**config.mk**
```make
export PLATFORM = sky130hd
export DESIGN_NAME = fetch_stage
export DESIGN_NICKNAME = d
export VERILOG_FILES = /design/src/logic/fetch_pkg.sv /design/src/logic/fetch_stage.sv /design/src/logic/next_pc_sel.sv /design/src/logic/fetch_realign.sv /design/src/logic/instr_mem_port.sv
export VERILOG_INCLUDE_DIRS = /design/src /design/src/include
export SDC_FILE = /design/constraint.sdc
export NUM_CORES = 1
export LEC_CHECK = 0
export BUFFER_PORTS_ARGS = -buffer_cell sky130_fd_sc_hd__buf_2
export CELL_PAD_IN_SITES_DETAIL_PLACEMENT = 0
export CELL_PAD_IN_SITES_GLOBAL_PLACEMENT = 1
export CORE_UTILIZATION = 46
export CTS_BUF_LIST = sky130_fd_sc_hd__clkbuf_2
export CTS_CLUSTER_DIAMETER = 120
export DETAILED_ROUTE_END_ITERATION = 16
export PLACE_DENSITY_LB_ADDON = 0.1
export SLEW_MARGIN = 20
export SYNTH_ARGS = -nofsm -noshare
export SYNTH_HDL_FRONTEND = slang
export SYNTH_SLANG_ARGS = --single-unit
```
**constraint.sdc**
```tcl
create_clock -name clk -period 4.6 [get_ports clk]
set_clock_uncertainty 0.1 [all_clocks]
set_input_delay 0.92 -clock clk [delete_from_list [all_inputs] [get_ports clk]]
set_output_delay 0.92 -clock clk [all_outputs]
set_load 0.01 [all_outputs]
```
**src/include/fetch_defs.svh**
```systemverilog
////////////////////////////////////////////////////////////////////////////
// fetch stage constants; the design is built for these values only
// vector offsets replace the low byte of the boot address
////////////////////////////////////////////////////////////////////////////
`ifndef FETCH_DEFS_SVH
`define FETCH_DEFS_SVH

// decode queue depth, one credit per queue slot
`define FETCH_CREDITS 2

// exception vector offsets
// boot_addr_i[31:8] supplies the upper part of every vector
`define EXC_OFF_IRQ     8'h00
`define EXC_OFF_RST     8'h80
`define EXC_OFF_ILLINSN 8'h84
`define EXC_OFF_IRQ_NM  8'h88

// low two bits of a full 32-bit instruction
// any other pattern marks a 16-bit parcel
`define RVC_FULL_MARK 2'b11

`endif
```
**src/logic/fetch_pkg.sv**
```systemverilog
////////////////////////////////////////////////////////////////////////////
// types shared by the fetch stage blocks
// encodings are fixed and not meant to be changed per instance
////////////////////////////////////////////////////////////////////////////
package fetch_pkg;

  // one instruction memory word
  // the realigner reads it as a whole or as two 16-bit parcels
  typedef union packed {
    logic [31:0] full;
    struct packed {
      logic [15:0] hi;
      logic [15:0] lo;
    } parcel;
  } fetch_word_u;

  // where a redirect takes its target from
  // encoding 2'b11 is unused and falls back to the reset vector
  typedef enum logic [1:0] {
    PC_JUMP = 2'd0,
    PC_EXC  = 2'd1,
    PC_ERET = 2'd2
  } pc_src_e;

  // exception cause, selects the vector offset
  typedef enum logic [1:0] {
    EXC_ILLINSN = 2'd0,
    EXC_IRQ     = 2'd1,
    EXC_IRQ_NM  = 2'd2,
    EXC_RST     = 2'd3
  } exc_cause_e;

endpackage

```
**src/logic/fetch_stage.sv**
```systemverilog
////////////////////////////////////////////////////////////////////////////
// fetch stage top, memory bus on one side and credit-based decode on the other
// decode starts with FETCH_CREDITS credits after reset
////////////////////////////////////////////////////////////////////////////
`timescale 1ns/1ps

module fetch_stage
  import fetch_pkg::*;
(
  input  logic        clk,
  input  logic        rst_n,
  input  logic        fetch_en_i,
  input  logic [31:0] boot_addr_i,
  // redirect request, one cycle pulse
  input  logic        redirect_i,
  input  pc_src_e     pc_src_i,
  input  logic [31:0] redirect_pc_i,
  input  exc_cause_e  exc_cause_i,
  input  logic [31:0] eret_pc_i,
  // memory bus
  output logic        instr_req_o,
  output logic [31:0] instr_addr_o,
  input  logic        instr_gnt_i,
  input  logic        instr_rvalid_i,
  input  logic [31:0] instr_rdata_i,
  // decode side
  output logic        instr_valid_o,
  output logic [31:0] instr_o,
  output logic [31:0] pc_o,
  output logic        is_compressed_o,
  input  logic        credit_return_i
);

  logic [31:0] start_pc;
  logic [31:0] seq_pc;
  logic        mem_req;
  logic [31:0] mem_addr;
  logic        mem_ack;
  logic [31:0] mem_rdata;
  logic        flush;

  // restart address
  next_pc_sel i_next_pc_sel (
    .clk           (clk),
    .rst_n         (rst_n),
    .boot_addr_i   (boot_addr_i),
    .redirect_i    (redirect_i),
    .pc_src_i      (pc_src_i),
    .redirect_pc_i (redirect_pc_i),
    .exc_cause_i   (exc_cause_i),
    .eret_pc_i     (eret_pc_i),
    .seq_pc_i      (seq_pc),
    .start_pc_o    (start_pc)
  );

  // realigner and credit counter
  fetch_realign i_fetch_realign (
    .clk             (clk),
    .rst_n           (rst_n),
    .fetch_en_i      (fetch_en_i),
    .redirect_i      (redirect_i),
    .start_pc_i      (start_pc),
    .mem_ack_i       (mem_ack),
    .mem_rdata_i     (mem_rdata),
    .mem_req_o       (mem_req),
    .mem_addr_o      (mem_addr),
    .flush_o         (flush),
    .seq_pc_o        (seq_pc),
    .instr_valid_o   (instr_valid_o),
    .instr_o         (instr_o),
    .pc_o            (pc_o),
    .is_compressed_o (is_compressed_o),
    .credit_return_i (credit_return_i)
  );

  // bus master
  instr_mem_port i_instr_mem_port (
    .clk            (clk),
    .rst_n          (rst_n),
    .req_i          (mem_req),
    .addr_i         (mem_addr),
    .flush_i        (flush),
    .ack_o          (mem_ack),
    .rdata_o        (mem_rdata),
    .instr_req_o    (instr_req_o),
    .instr_addr_o   (instr_addr_o),
    .instr_gnt_i    (instr_gnt_i),
    .instr_rvalid_i (instr_rvalid_i),
    .instr_rdata_i  (instr_rdata_i)
  );

endmodule

```
**src/logic/next_pc_sel.sv**
```systemverilog
////////////////////////////////////////////////////////////////////////////
// restart address register; targets lose bit 0
// vectors are built from boot_addr_i[31:8] and the cause offset
////////////////////////////////////////////////////////////////////////////
`timescale 1ns/1ps
`include "fetch_defs.svh"

module next_pc_sel
  import fetch_pkg::*;
(
  input  logic        clk,
  input  logic        rst_n,
  input  logic [31:0] boot_addr_i,
  input  logic        redirect_i,
  input  pc_src_e     pc_src_i,
  input  logic [31:0] redirect_pc_i,
  input  exc_cause_e  exc_cause_i,
  input  logic [31:0] eret_pc_i,
  input  logic [31:0] seq_pc_i,
  output logic [31:0] start_pc_o
);

  logic        boot_q;
  logic [31:0] start_q, start_n;
  logic [31:0] rst_vec, exc_pc;

  assign rst_vec = {boot_addr_i[31:8], `EXC_OFF_RST};

  // exception vector by cause
  always_comb begin
    unique case (exc_cause_i)
      EXC_ILLINSN: exc_pc = {boot_addr_i[31:8], `EXC_OFF_ILLINSN};
      EXC_IRQ:     exc_pc = {boot_addr_i[31:8], `EXC_OFF_IRQ};
      EXC_IRQ_NM:  exc_pc = {boot_addr_i[31:8], `EXC_OFF_IRQ_NM};
      default:     exc_pc = rst_vec;
    endcase
  end

  // boot vector first, then redirect targets, else follow the realigner
  always_comb begin
    start_n = seq_pc_i;
    if (boot_q) begin
      start_n = rst_vec;
    end else if (redirect_i) begin
      unique case (pc_src_i)
        PC_JUMP: start_n = {redirect_pc_i[31:1], 1'b0};
        PC_EXC:  start_n = exc_pc;
        PC_ERET: start_n = {eret_pc_i[31:1], 1'b0};
        default: start_n = rst_vec;
      endcase
    end
  end

  always_ff @(posedge clk or negedge rst_n) begin
    if (!rst_n) begin
      boot_q  <= 1'b1;
      start_q <= '0;
    end else begin
      boot_q  <= 1'b0;
      start_q <= start_n;
    end
  end

  assign start_pc_o = start_q;

endmodule

```
**src/logic/fetch_realign.sv**
```systemverilog
////////////////////////////////////////////////////////////////////////////
// cuts 16/32-bit instructions out of fetched words, one word buffered
// valid is held back while no decode credit is left
////////////////////////////////////////////////////////////////////////////
`timescale 1ns/1ps
`include "fetch_defs.svh"

module fetch_realign
  import fetch_pkg::*;
(
  input  logic        clk,
  input  logic        rst_n,
  input  logic        fetch_en_i,
  input  logic        redirect_i,
  input  logic [31:0] start_pc_i,
  // memory port
  input  logic        mem_ack_i,
  input  logic [31:0] mem_rdata_i,
  output logic        mem_req_o,
  output logic [31:0] mem_addr_o,
  output logic        flush_o,
  // to next_pc_sel
  output logic [31:0] seq_pc_o,
  // decode side
  output logic        instr_valid_o,
  output logic [31:0] instr_o,
  output logic [31:0] pc_o,
  output logic        is_compressed_o,
  input  logic        credit_return_i
);

  localparam int unsigned CREDIT_W = $clog2(`FETCH_CREDITS + 1);

  typedef enum logic [2:0] {
    S_IDLE,
    S_RESTART,
    S_FILL,
    S_RUN,
    S_CROSS,
    S_SPLIT
  } rl_state_e;

  rl_state_e           state_q, state_n;
  fetch_word_u         buf_q, rdata_w;
  logic [15:0]         split_q;
  logic                off_q, off_n;
  logic [31:0]         pc_q, pc_n;
  logic [31:0]         addr_q, addr_n;
  logic [CREDIT_W-1:0] credit_q;
  logic [15:0]         cur_hw;
  logic                cur_full;
  logic                has_instr, issue;
  logic                load_buf, save_split;
  logic [31:0]         instr_d;
  logic                compressed_d;

  ////////////////////////////////////////////////////////////////////////////
  // instruction candidate
  ////////////////////////////////////////////////////////////////////////////
  assign rdata_w  = mem_rdata_i;
  // parcel at the current halfword offset
  assign cur_hw   = off_q ? buf_q.parcel.hi : buf_q.parcel.lo;
  assign cur_full = (cur_hw[1:0] == `RVC_FULL_MARK);

  always_comb begin
    has_instr    = 1'b0;
    instr_d      = buf_q.full;
    compressed_d = 1'b0;
    unique case (state_q)
      S_RUN: begin
        if (!cur_full) begin
          // 16-bit, upper half zero
          has_instr    = 1'b1;
          instr_d      = {16'h0000, cur_hw};
          compressed_d = 1'b1;
        end else if (!off_q) begin
          has_instr = 1'b1;
        end
      end
      // crossing instruction straight from the arriving word
      S_CROSS: begin
        has_instr = mem_ack_i;
        instr_d   = {rdata_w.parcel.lo, buf_q.parcel.hi};
      end
      // crossing instruction held while out of credits
      S_SPLIT: begin
        has_instr = 1'b1;
        instr_d   = {buf_q.parcel.lo, split_q};
      end
      default: begin
        has_instr = 1'b0;
      end
    endcase
  end

  assign issue           = has_instr && (credit_q != '0);
  assign instr_valid_o   = issue;
  assign instr_o         = instr_d;
  assign pc_o            = pc_q;
  assign is_compressed_o = compressed_d;

  ////////////////////////////////////////////////////////////////////////////
  // fetch FSM
  ////////////////////////////////////////////////////////////////////////////
  always_comb begin
    state_n    = state_q;
    off_n      = off_q;
    addr_n     = addr_q;
    pc_n       = pc_q;
    load_buf   = 1'b0;
    save_split = 1'b0;
    mem_req_o  = 1'b0;
    mem_addr_o = addr_q;
    if (issue) begin
      pc_n = pc_q + (compressed_d ? 32'd2 : 32'd4);
    end
    unique case (state_q)
      S_IDLE: begin
        // track the restart point so next_pc_sel keeps it
        pc_n = start_pc_i;
        if (fetch_en_i) begin
          state_n = S_RESTART;
        end
      end
      S_RESTART: begin
        pc_n       = start_pc_i;
        off_n      = start_pc_i[1];
        addr_n     = {start_pc_i[31:2], 2'b00};
        mem_req_o  = 1'b1;
        mem_addr_o = {start_pc_i[31:2], 2'b00};
        state_n    = S_FILL;
      end
      S_FILL: begin
        mem_req_o = 1'b1;
        if (mem_ack_i) begin
          load_buf = 1'b1;
          addr_n   = addr_q + 32'd4;
          state_n  = S_RUN;
        end
      end
      S_RUN: begin
        if (!cur_full && !off_q) begin
          // lower 16-bit parcel, upper one still buffered
          if (issue) begin
            off_n = 1'b1;
          end
        end else if (cur_full && off_q) begin
          // upper parcel opens a 32-bit instruction, fetch the rest
          state_n = fetch_en_i ? S_CROSS : S_IDLE;
        end else if (issue) begin
          // word used up
          off_n   = 1'b0;
          state_n = fetch_en_i ? S_FILL : S_IDLE;
        end
      end
      S_CROSS: begin
        mem_req_o = 1'b1;
        if (mem_ack_i) begin
          load_buf = 1'b1;
          off_n    = 1'b1;
          addr_n   = addr_q + 32'd4;
          if (issue) begin
            state_n = S_RUN;
          end else begin
            save_split = 1'b1;
            state_n    = S_SPLIT;
          end
        end
      end
      S_SPLIT: begin
        if (issue) begin
          state_n = S_RUN;
        end
      end
      default: begin
        state_n = S_IDLE;
      end
    endcase
    // redirect drops the old stream, restart address comes next cycle
    if (redirect_i) begin
      mem_req_o = 1'b0;
      state_n   = fetch_en_i ? S_RESTART : S_IDLE;
    end
  end

  assign flush_o  = redirect_i;
  assign seq_pc_o = pc_n;

  always_ff @(posedge clk or negedge rst_n) begin
    if (!rst_n) begin
      state_q  <= S_IDLE;
      off_q    <= 1'b0;
      pc_q     <= '0;
      addr_q   <= '0;
      credit_q <= CREDIT_W'(`FETCH_CREDITS);
    end else begin
      state_q  <= state_n;
      off_q    <= off_n;
      pc_q     <= pc_n;
      addr_q   <= addr_n;
      // one credit out per issue, one back per return
      credit_q <= credit_q + CREDIT_W'(credit_return_i) - CREDIT_W'(issue);
    end
  end

  // word buffer and the saved upper parcel of a crossing instruction
  always_ff @(posedge clk) begin
    if (load_buf) begin
      buf_q <= rdata_w;
    end
    if (save_split) begin
      split_q <= buf_q.parcel.hi;
    end
  end

endmodule

```
**src/logic/instr_mem_port.sv**
```systemverilog
////////////////////////////////////////////////////////////////////////////
// req/gnt/rvalid master with a single outstanding access
// addr_i must be word aligned; a flushed access completes without ack
////////////////////////////////////////////////////////////////////////////
`timescale 1ns/1ps

module instr_mem_port (
  input  logic        clk,
  input  logic        rst_n,
  // realigner side
  input  logic        req_i,
  input  logic [31:0] addr_i,
  input  logic        flush_i,
  output logic        ack_o,
  output logic [31:0] rdata_o,
  // memory bus
  output logic        instr_req_o,
  output logic [31:0] instr_addr_o,
  input  logic        instr_gnt_i,
  input  logic        instr_rvalid_i,
  input  logic [31:0] instr_rdata_i
);

  typedef enum logic [1:0] {
    P_IDLE,
    P_REQ,
    P_WAIT
  } port_state_e;

  port_state_e state_q, state_n;
  logic [31:0] addr_q;
  logic        stale_q, stale_n;
  logic        accept;

  // a new access starts only from idle
  assign accept = (state_q == P_IDLE) && req_i;

  // first request cycle goes straight out, later cycles use the latch
  assign instr_req_o  = accept || (state_q == P_REQ);
  assign instr_addr_o = (state_q == P_REQ) ? addr_q : addr_i;

  always_comb begin
    state_n = state_q;
    stale_n = stale_q;
    unique case (state_q)
      P_IDLE: begin
        if (accept) begin
          state_n = instr_gnt_i ? P_WAIT : P_REQ;
          stale_n = flush_i;
        end
      end
      P_REQ: begin
        // hold req and address until the grant
        if (instr_gnt_i) begin
          state_n = P_WAIT;
        end
        if (flush_i) begin
          stale_n = 1'b1;
        end
      end
      P_WAIT: begin
        if (instr_rvalid_i) begin
          state_n = P_IDLE;
          stale_n = 1'b0;
        end else if (flush_i) begin
          stale_n = 1'b1;
        end
      end
      default: begin
        state_n = P_IDLE;
      end
    endcase
  end

  // stale responses are swallowed here
  assign ack_o   = (state_q == P_WAIT) && instr_rvalid_i && !stale_q && !flush_i;
  assign rdata_o = instr_rdata_i;

  always_ff @(posedge clk or negedge rst_n) begin
    if (!rst_n) begin
      state_q <= P_IDLE;
      stale_q <= 1'b0;
    end else begin
      state_q <= state_n;
      stale_q <= stale_n;
    end
  end

  always_ff @(posedge clk) begin
    if (accept) begin
      addr_q <= addr_i;
    end
  end

endmodule

```
==> results of run 1 <==
==> sequential cells by signal, summed over array words and instances (netlist names) <==
register	cells
i_fetch_realign.addr_q	30
i_fetch_realign.buf_q	32
i_fetch_realign.credit_q	2
i_fetch_realign.off_q	1
i_fetch_realign.pc_o	32
i_fetch_realign.split_q	16
i_fetch_realign.state_q	3
i_instr_mem_port.addr_q	31
i_instr_mem_port.stale_q	1
i_instr_mem_port.state_q	2
i_next_pc_sel.boot_q	1
i_next_pc_sel.start_pc_o	32
==> power by group through the flow <==
stage / Combinational (mW) / Clock, mW / Sequential, mW
after floorplan: 2.20 / 0 / 2.66
after global placement: 3.14 / 0 / 2.81
after detailed placement: 3.18 / 0 / 2.82
after CTS: 3.20 / 0.844 / 2.78
after global routing: 3.53 / 0.890 / 2.87
final: 3.17 / 0.815 / 2.79
==> worst max-delay path: stages (launching register included) <==
cell and delay, ps:
dfrtp_1 750, nor2b_1 750, a21oi_1 80, buf_4 250, a221o_1 370, buf_2 140
==> Yosys cell counts (19+ instances only) <==
library cell,n,area share [%]
a21oi_1,70,3.3
and3_1,22,1.3
clkbuf_1,54,1.9
dfrtp_1,102,24
edfxtp_1,79,22
mux2_2,39,4.1
mux2i_1,48,4.5
nand2_1,189,6.6
nand3_1,45,2.1
nor2_1,72,2.5
o21ai_0,69,3.2
o22ai_1,19,1.1
==> metal layers <==
layer | vias to the layer above | track usage, % | routed length [um]
met1 | 4617 | 38.6 | 14800
met2 | 349 | 42.0 | 14400
li1 | 4593 | - | -
met3 | 29 | 4.26 | 2040
met5 | - | 0 | 0
met4 | 0 | 7.45 | 491
==> kinds of logic after synthesis <==
| group | after synthesis | share of synthesized area (%) |
|---|---|---|
| AO/OA/AOI/OAI | 294 | 19.1 |
| XOR/XNOR | 23 | 1.88 |
| adder cells (fa/ha/maj) | 9 | 1.12 |
| buffers and inverters | 100 | 3.79 |
| flip-flops | 183 | 46.4 |
| multiplexers | 87 | 8.57 |
| other | 1 | 0.0349 |
| AND/OR/NAND/NOR | 431 | 19.1 |
==> through the flow <==
step | util [%] | hold slack [ps]
6_report | 54.2 | 127
5_1_grt | 54.2 | 76.9
4_1_cts | 54.2 | 92.3
2_1_floorplan | - | 333
3_3_place_gp | 53.2 | 348
3_5_place_dp | 53.2 | 358
==> area by class of cell <==
class,count,share of cell area (%)
multi-input combinational,846,43.4
sequential,183,40.3
timing repair buffer,250,10.6
tap,313,3.17
clock inverter,14,1.08
clock buffer,18,0.729
inverter,20,0.608
antenna,3,0.0608
==> worst paths after layout <==
path | from | endpoint | slack, ps
min in group clk | instr_rdata_i[27] | i_fetch_realign.buf_q[27]$_DFFE_PP_ | 170
setup reg to reg | i_fetch_realign.state_q[2]$_DFFE_PN0P_ | i_next_pc_sel.start_pc_o[26]$_DFF_PN0_ | 1020
setup / recovery | i_fetch_realign.state_q[2]$_DFFE_PN0P_ | instr_o[2] | 470
max in group asynchronous | rst_n | i_fetch_realign.addr_q[21]$_DFFE_PN0P_ | 3380
hold / removal | rst_n | i_instr_mem_port.state_q[1]$_DFFE_PN0P_ | 130
hold reg to reg | i_fetch_realign.buf_q[26]$_DFFE_PP_ | i_fetch_realign.split_q[10]$_DFFE_PP_ | 390
==> placed cells by master, fill, tap and decap left out, types with 8 or more instances in the layout <==
cell type,count
a31oi_1,13
buf_4,24
nand2b_1,10
mux2i_1,48
clkbuf_2,18
dfrtp_1,101
o22ai_1,19
xnor2_1,15
nor2_1,72
nand2_1,189
nor3_1,16
inv_1,18
a222oi_1,13
buf_2,226
a21oi_1,70
ha_1,8
and2_1,8
edfxtp_1,79
nand3_1,45
o211ai_1,12
xor2_1,8
o2111ai_1,9
o22a_1,10
o21ai_0,69
nand4_1,14
mux2_2,39
and3_1,22
a221o_1,16
==> impl_results.md, run 1 <==
- Fin Setup TNS: 0 ps
- Cell Pwr Density: 549 nW/um2
- Fin cells: 1647
- Total routed wirelength: 31800 um
- Switching share of power: 45.8%
- Worst Setup Path Type: reg -> out
- Share of cells above drive strength 1: 26.7%
- Die Y: 155 um
- Vias: 9588
- I/O pin cnt: 238
- PnR worst setup slack: 466 ps
- Fill cells: 2136
- RSZ-0062 raised after global routing: false
- Initial core utilization: 47.1%
- Synth Cell Area: 10700 um2
- Multi-input gate area: 5370 um2
- Final hold vios: 0
- Tot GR Track Use: 26.8%
- Initial antenna violation count: 2
- Sequential power share: 41.2%
- Max Cap Viol: 0
- Clock sink count: 183
- Arrival time at the worst endpoint: 3110 ps
- Cts repair resizes: 0
- Root buffer cell: clkbuf_2
- Chip width: 155 um
- Min Tclk post-route: 4130 ps
- Cells after synthesis: 1128
- Final setup viols: 0
- Placed cell areas: 12100 um2
- Syn Area/Cell: 9.52 um2
- Pre-CTS setup slack: 1090 ps
- Tot Pwr: 6.78 mW
- Rel. slew slack: 25.7%
- Die area: 24000 um2
- Slew @ Worst Pin: 1110 ps
- Num CTS Buffers: 17
- Number of port buffers: 227
- Yosys warning total: 0
- First DRT Iteration DRCs: 777
- Avg Vias per Cell: 5.82
- Number of remaining DRC errors: 0
- Clk buf depth: 2
- CTS tree: done
- Vias in the first global route: 9059
- Logic gate share of total power: 46.8%
- Psw: 3.11 mW
- Nets@finish: 1466
- DRT Pass-1 Iters: 11
- Outcome: finished clean
- Yosys reg bits: 183
- Worst-path clk slew: 320 ps
- Inst Count DP: 1612
- Critical path endpoint category: output pin
- Worst skew pair latency: 790 ps
- WL per Instance: 19.3 um
- Seq/Total Area, Yosys: 46.4%
- Antenna viol nets, final: 0
- Area Overhead vs Synth: 15.1%
- Synth unique cells: 80
- Crit path max fanout: 18
- VDD IR max: 0.186 mV
- Clock share of power: 12.0%
- Tcrit/Tclk final: 89.9%
- First-pass GRT wire length: 49900 um
- Gpl congestion: 0.866
- Post-route cell area: 12400 um2
- Critical path required time: 3580 ps
- Slew Viols, Final: 0
- Reg area: 4980 um2
- Main synth FF type: dfrtp_1
- Tightest Hold Check Type: in -> async
- Std cell rows: 55
- Pint: 3.67 mW
- Critical path launch point type: flop
- Aggregate global routing overflow: 0
- Htree depth: 4
- Cts hold-fix bufs: 0
- Post-CTS Setup Bufs: 0
- Static Leak: 5.20 nW
- Core ar.: 22800 um2
- Post-synth EDFFs: 79
- Post-DP HPWL: 22600 um
- Pin count of the biggest net entering global routing: 67
- Worst r2r path cells: 9
- Post-synth ARST share: 56.8%
- Fmax: 242 MHz
No activity file was read; power rests on OpenSTA's default activity.
==> run 2, diff against run 1 <==
GPL_TIMING_DRIVEN = 0   (was unset)
==> run 2 against run 1 <==
  * Register-to-register slack gained 40 ps
  * Total power rose by 3.5%
  * Flip-flop and latch count stayed put
  * Critical path type unchanged
  * Critical endpoint is now instr_o[18]
  * Largest power group unchanged
==> impl_results.md, run 2 (synthesis results as in run 1) <==
- Htree depth: 4
- Fin Setup TNS: 0 ps
- Arrival time at the worst endpoint: 3330 ps
- Antenna viol nets, final: 0
- RSZ-0062 raised after global routing: false
- R2R Path Start: i_fetch_realign.off_q$_DFFE_PN0P_
- Std cell rows: 55
- Hold path depth: 1
- Avg Vias per Cell: 5.96
- Share of cells above drive strength 1: 25.3%
- WL per Instance: 20.6 um
- Slew Viols, Final: 0
- Worst hold endpoint: i_fetch_realign.buf_q[18]$_DFFE_PP_
- Critical Path Most Common Cell: buf_2
- Clock sink count: 183
- Num CTS Buffers: 17
- Outcome: finished clean
- Tightest Hold Check Type: in -> reg
- Rel. slew slack: 26.1%
- Total routed wirelength: 35200 um
- Worst R2R End: i_next_pc_sel.start_pc_o[26]$_DFF_PN0_
- Final setup viols: 0
- Crit path buf inv count: 4
- Area Overhead vs Synth: 17.0%
- Tcrit/Tclk final: 94.5%
- Tot Pwr: 7.02 mW
- Gpl congestion: 0.909
- Root buffer cell: clkbuf_2
- DRT Pass-1 Iters: 5
- Number of port buffers: 226
- Reg2reg setup slack: 1060 ps
- Number of remaining DRC errors: 0
- I/O pin cnt: 238
- Critical path's slowest cell: o22ai_1
- Die area: 24000 um2
- Critical path, cell by cell: buf_2, and3b_1, buf_4, nand2b_1, o22ai_1, clkbuf_1, nand2_1, o21ai_0, buf_2
- Vias in the first global route: 9273
- CTS tree: done
- Fill cells: 2126
- Max Cap Viol: 0
- Post-CTS Setup Bufs: 0
- Pin count of the biggest net entering global routing: 70
- Critical Path Max Stage Delay: 600 ps
- Commonest non-fill, non-tap cell in the layout: buf_2
- Final hold vios: 0
- Initial core utilization: 47.1%
- Tot GR Track Use: 29.4%
- Post-DP HPWL: 26200 um
- Worst r2r path cells: 11
- Min Tclk post-route: 4350 ps
- Slew @ Worst Pin: 1110 ps
- Chip width: 155 um
- Worst skew pair latency: 820 ps
- Aggregate global routing overflow: 0
- Core ar.: 22800 um2
- Vias: 10156
- Static Leak: 5.25 nW
- Worst hold start: instr_rdata_i[18]
- Worst-path clk slew: 320 ps
- VDD IR max: 0.210 mV
- Fmax: 230 MHz
- Most frequent cells in the layout: buf_2 (238), nand2_1 (189), dfrtp_1 (102)
- Die Y: 155 um
- Initial antenna violation count: 3
- Worst Setup Path Type: reg -> out
- Critical path required time: 3580 ps
- Critical path endpoint category: output pin
- Cell Pwr Density: 559 nW/um2
- First-pass GRT wire length: 53700 um
- Crit path max fanout: 10
- Nets@finish: 1525
- CP top delay family: buffers and inverters
- First DRT Iteration DRCs: 808
- Clk buf depth: 2
- Minimum hold slack: 137 ps
- Critical path launch point type: flop
-- run 2: final cells by class --
cell class	count	area, um2	area share, %
multi-input combinational	846	5370	42.7
sequential	183	4980	39.6
timing repair buffer	229	1190	9.48
tap	313	392	3.12
buffer	80	332	2.64
clock inverter	14	130	1.04
clock buffer	18	90.1	0.717
inverter	20	75.1	0.598
antenna	2	5.00	0.0399
-- run 2: how the worst max path moves through the flow --
stage / from / cells past startpoint / to
2_1_floorplan: redirect_i / 4 / instr_req_o
3_3_place_gp: redirect_i / 6 / instr_req_o
3_5_place_dp: redirect_i / 8 / i_next_pc_sel.start_pc_o[23]$_DFF_PN0_
4_1_cts: i_fetch_realign.state_q[2]$_DFFE_PN0P_ / 8 / instr_req_o
5_1_grt: i_fetch_realign.state_q[2]$_DFFE_PN0P_ / 9 / instr_o[29]
6_report: i_fetch_realign.state_q[2]$_DFFE_PN0P_ / 9 / instr_o[18]
-- run 2: where the power goes --
part	internal, mW	switching (mW)	total, mW
clock	0.175	0.651	0.825
sequential	2.22	0.542	2.76
combinational	1.31	2.12	3.43
total	3.70	3.31	7.02
-- run 2: metal layers --
metal	share of wire, %	up-vias	track usage [%]
met5	0.034	-	0
met4	1.1	2	6.74
met3	7.2	37	4.31
met2	46	462	46.3
met1	46	4947	42.8
li1	-	4708	-
-- run 2: metrics by stage --
| step | util [%] | area, um2 | cells | setup WS, ps |
|---|---|---|---|---|
| after global routing | 55.1 | 12600 | 1705 | 59.5 |
| after floorplan | - | 10700 | 1129 | 1240 |
| after CTS | 55.1 | 12600 | 1703 | 197 |
| final | 55.1 | 12600 | 1705 | 252 |
| after global placement | 53.8 | 12300 | 1668 | 529 |
| after detailed placement | 54.1 | 12300 | 1670 | 898 |
-- run 2: what timing repair did --
| item | in CTS | in global routing |
|---|---|---|
| gates resized for setup | 0 | 1 |
| endpoints found under the setup margin | 0 | 1 |
| hold endpoints to repair | 35 | 0 |
| hold buffers | 1 | 0 |
-- run 2: worst register-to-register path, stage by stage, from the launching register on --
cell and delay (ps):
dfrtp_1 380, buf_2 190, mux2i_1 350, nor2_1 70
nor2_1 320, inv_1 150, ha_1 310, a21oi_1 850
nor4_1 160, o2111ai_1 280, nor3b_1 270, nor3_1 90
==> run 3, diff against run 2 <==
BUFFER_PORTS_ARGS = unset   (was -buffer_cell sky130_fd_sc_hd__buf_2)
CORE_UTILIZATION = 54   (was 46)
DONT_BUFFER_PORTS = 1   (was unset)
RECOVER_POWER = 100   (was unset)
==> run 3 against run 2 <==
  * The run now ends with capacitance limit, slew limit left
  * Clock power is 11% higher
  * Register-to-register slack got worse by 290 ps
  * Via count down 7.5%
  * Largest cell class unchanged
  * Setup slack got worse by 27 ps
  * Wire length shrank 3.5%
  * Utilization is 2.8 points higher
  * Hold slack lost 65 ps
  * Fmax decreased by 0.61%
  * Critical path depth shrank 2
==> impl_results.md, run 3 (synthesis results as in run 1) <==
- Outcome: finished with violations
- Failing checks: capacitance limit, slew limit
- Clock sink count: 183
- Critical path required time: 3580 ps
- First-pass GRT wire length: 51100 um
- Initial core utilization: 55.2%
- Htree depth: 4
- Commonest non-fill, non-tap cell in the layout: nand2_1
- Number of port buffers: 0
- Chip width: 143 um
- WL per Instance: 23.7 um
- Vias: 9392
- Tightest Hold Check Type: in -> reg
- DRT Pass-1 Iters: 7
- Pin count of the biggest net entering global routing: 105
- Most frequent cells in the layout: nand2_1 (189), dfrtp_1 (102), edfxtp_1 (79)
- Inst Count DP: 1396
- Tot Pwr: 6.63 mW
- Aggregate global routing overflow: 0
- Worst Setup Path Type: reg -> out
- Nets@finish: 1300
- Num CTS Buffers: 17
- Critical path endpoint category: output pin
- Final hold vios: 0
- Vias in the first global route: 8809
- Number of remaining DRC errors: 0
- Critical path launch point type: flop
- Setup crit start: i_fetch_realign.off_q$_DFFE_PN0P_
- Antenna viol nets, final: 0
- Gpl congestion: 0.879
- Tot GR Track Use: 33.6%
- R2R Path Start: i_fetch_realign.off_q$_DFFE_PN0P_
- Clk buf depth: 2
- Initial antenna violation count: 1
- Fill cells: 1760
- Arrival time at the worst endpoint: 3360 ps
- Worst r2r path cells: 10
- Worst R2R End: i_next_pc_sel.start_pc_o[22]$_DFF_PN0_
- Max Cap Viol: 1
- Cell Pwr Density: 589 nW/um2
- Die area: 20400 um2
- Tcrit/Tclk final: 95.1%
- Worst-path clk slew: 310 ps
- Core ar.: 19500 um2
- Slew @ Worst Pin: 2750 ps
- I/O pin cnt: 238
- First DRT Iteration DRCs: 1088
- CTS tree: done
- Std cell rows: 51
- Hold path depth: 0
- Post-DP HPWL: 24600 um
- Fin Setup TNS: 0 ps
- Area Overhead vs Synth: 5.00%
- Fmax: 229 MHz
- Slew Viols, Final: 105
- Fin cells: 1431
- Static Leak: 4.33 nW
- Cts repair resizes: 0
- Die Y: 143 um
- Critical path destination: instr_o[14]
- Share of cells above drive strength 1: 6.52%
- Worst skew pair latency: 820 ps
- Cts hold-fix bufs: 2
- RSZ-0062 raised after global routing: false
- Reg2reg setup slack: 770 ps
- Avg Vias per Cell: 6.56
- Final setup viols: 0
- Min Tclk post-route: 4380 ps
- Total routed wirelength: 33900 um
- Post-CTS Setup Bufs: 0
- VDD IR max: 0.260 mV
- Rel. slew slack: -83.3%
- Crit path max fanout: 10
- Root buffer cell: clkbuf_2
[run 3: cell count changes in the layout (fill, tap and decap cells not counted), sizes merged]
cell and delta:
bufinv +1, diode -1, clkbuf +9, buf -235, inv -2, clkinv +2
[run 3: area by class of cell]
cell class / count / area [um2] / share of cell area, %
Antenna cell: 1 / 2.50 / 0.0222
Buffer: 80 / 322 / 2.85
Clock buffer: 17 / 85.1 / 0.755
Clock inverter: 15 / 185 / 1.64
Inverter: 20 / 75.1 / 0.666
Multi-Input combinational cell: 846 / 5260 / 46.6
Sequential cell: 183 / 4980 / 44.2
Tap cell: 265 / 332 / 2.94
Timing Repair Buffer: 4 / 38.8 / 0.344
[run 3: where the power goes]
part	internal [mW]	total (mW)	switching, mW
Sequential	2.21	2.85	0.634
Clock	0.237	0.912	0.675
Combinational	0.984	2.88	1.89
Total	3.43	6.63	3.20
[run 3: how the worst min path moves through the flow]
stage / slack (ps) / start / end
4_1_cts: 40 / instr_rdata_i[26] / i_fetch_realign.buf_q[26]$_DFFE_PP_
6_report: 70 / instr_rdata_i[15] / i_fetch_realign.buf_q[15]$_DFFE_PP_
3_5_place_dp: 360 / i_next_pc_sel.start_pc_o[0]$_DFF_PN0_ / i_fetch_realign.pc_o[0]$_DFF_PN0_
5_1_grt: 10 / instr_rdata_i[12] / i_fetch_realign.buf_q[12]$_DFFE_PP_
3_3_place_gp: 350 / i_next_pc_sel.start_pc_o[0]$_DFF_PN0_ / i_fetch_realign.pc_o[0]$_DFF_PN0_
2_1_floorplan: 330 / i_next_pc_sel.start_pc_o[0]$_DFF_PN0_ / i_fetch_realign.pc_o[0]$_DFF_PN0_
[run 3: metrics by stage]
step	hold WS, ps	area [um2]	utilization [%]	worst slack [ps]
floorplan	333	10700	-	1240
global placement	351	11100	56.9	642
detailed placement	364	11100	57.1	1010
CTS	39.3	11400	58.7	227
global route	14.2	11300	57.9	37.1
finish	72.4	11300	57.9	225
[run 3: critical path, cell delays in order (launching register included)]
cell and delay [ps]:
dfrtp_1 400, buf_2 190, mux2i_1 360, nor2_1 70
nor2_1 390, a21o_1 340, clkbuf_1 480, a221o_1 320
[run 3: per-layer routing]
metal | wire [um] | up-vias | GRT usage (%) | part of all wire [%]
li1 | - | 4260 | - | -
met1 | 14600 | 4600 | 47.2 | 43
met2 | 15500 | 482 | 51.8 | 46
met3 | 3060 | 50 | 7.01 | 9.0
met4 | 720 | 0 | 10.7 | 2.1
met5 | 0 | - | 0 | 0
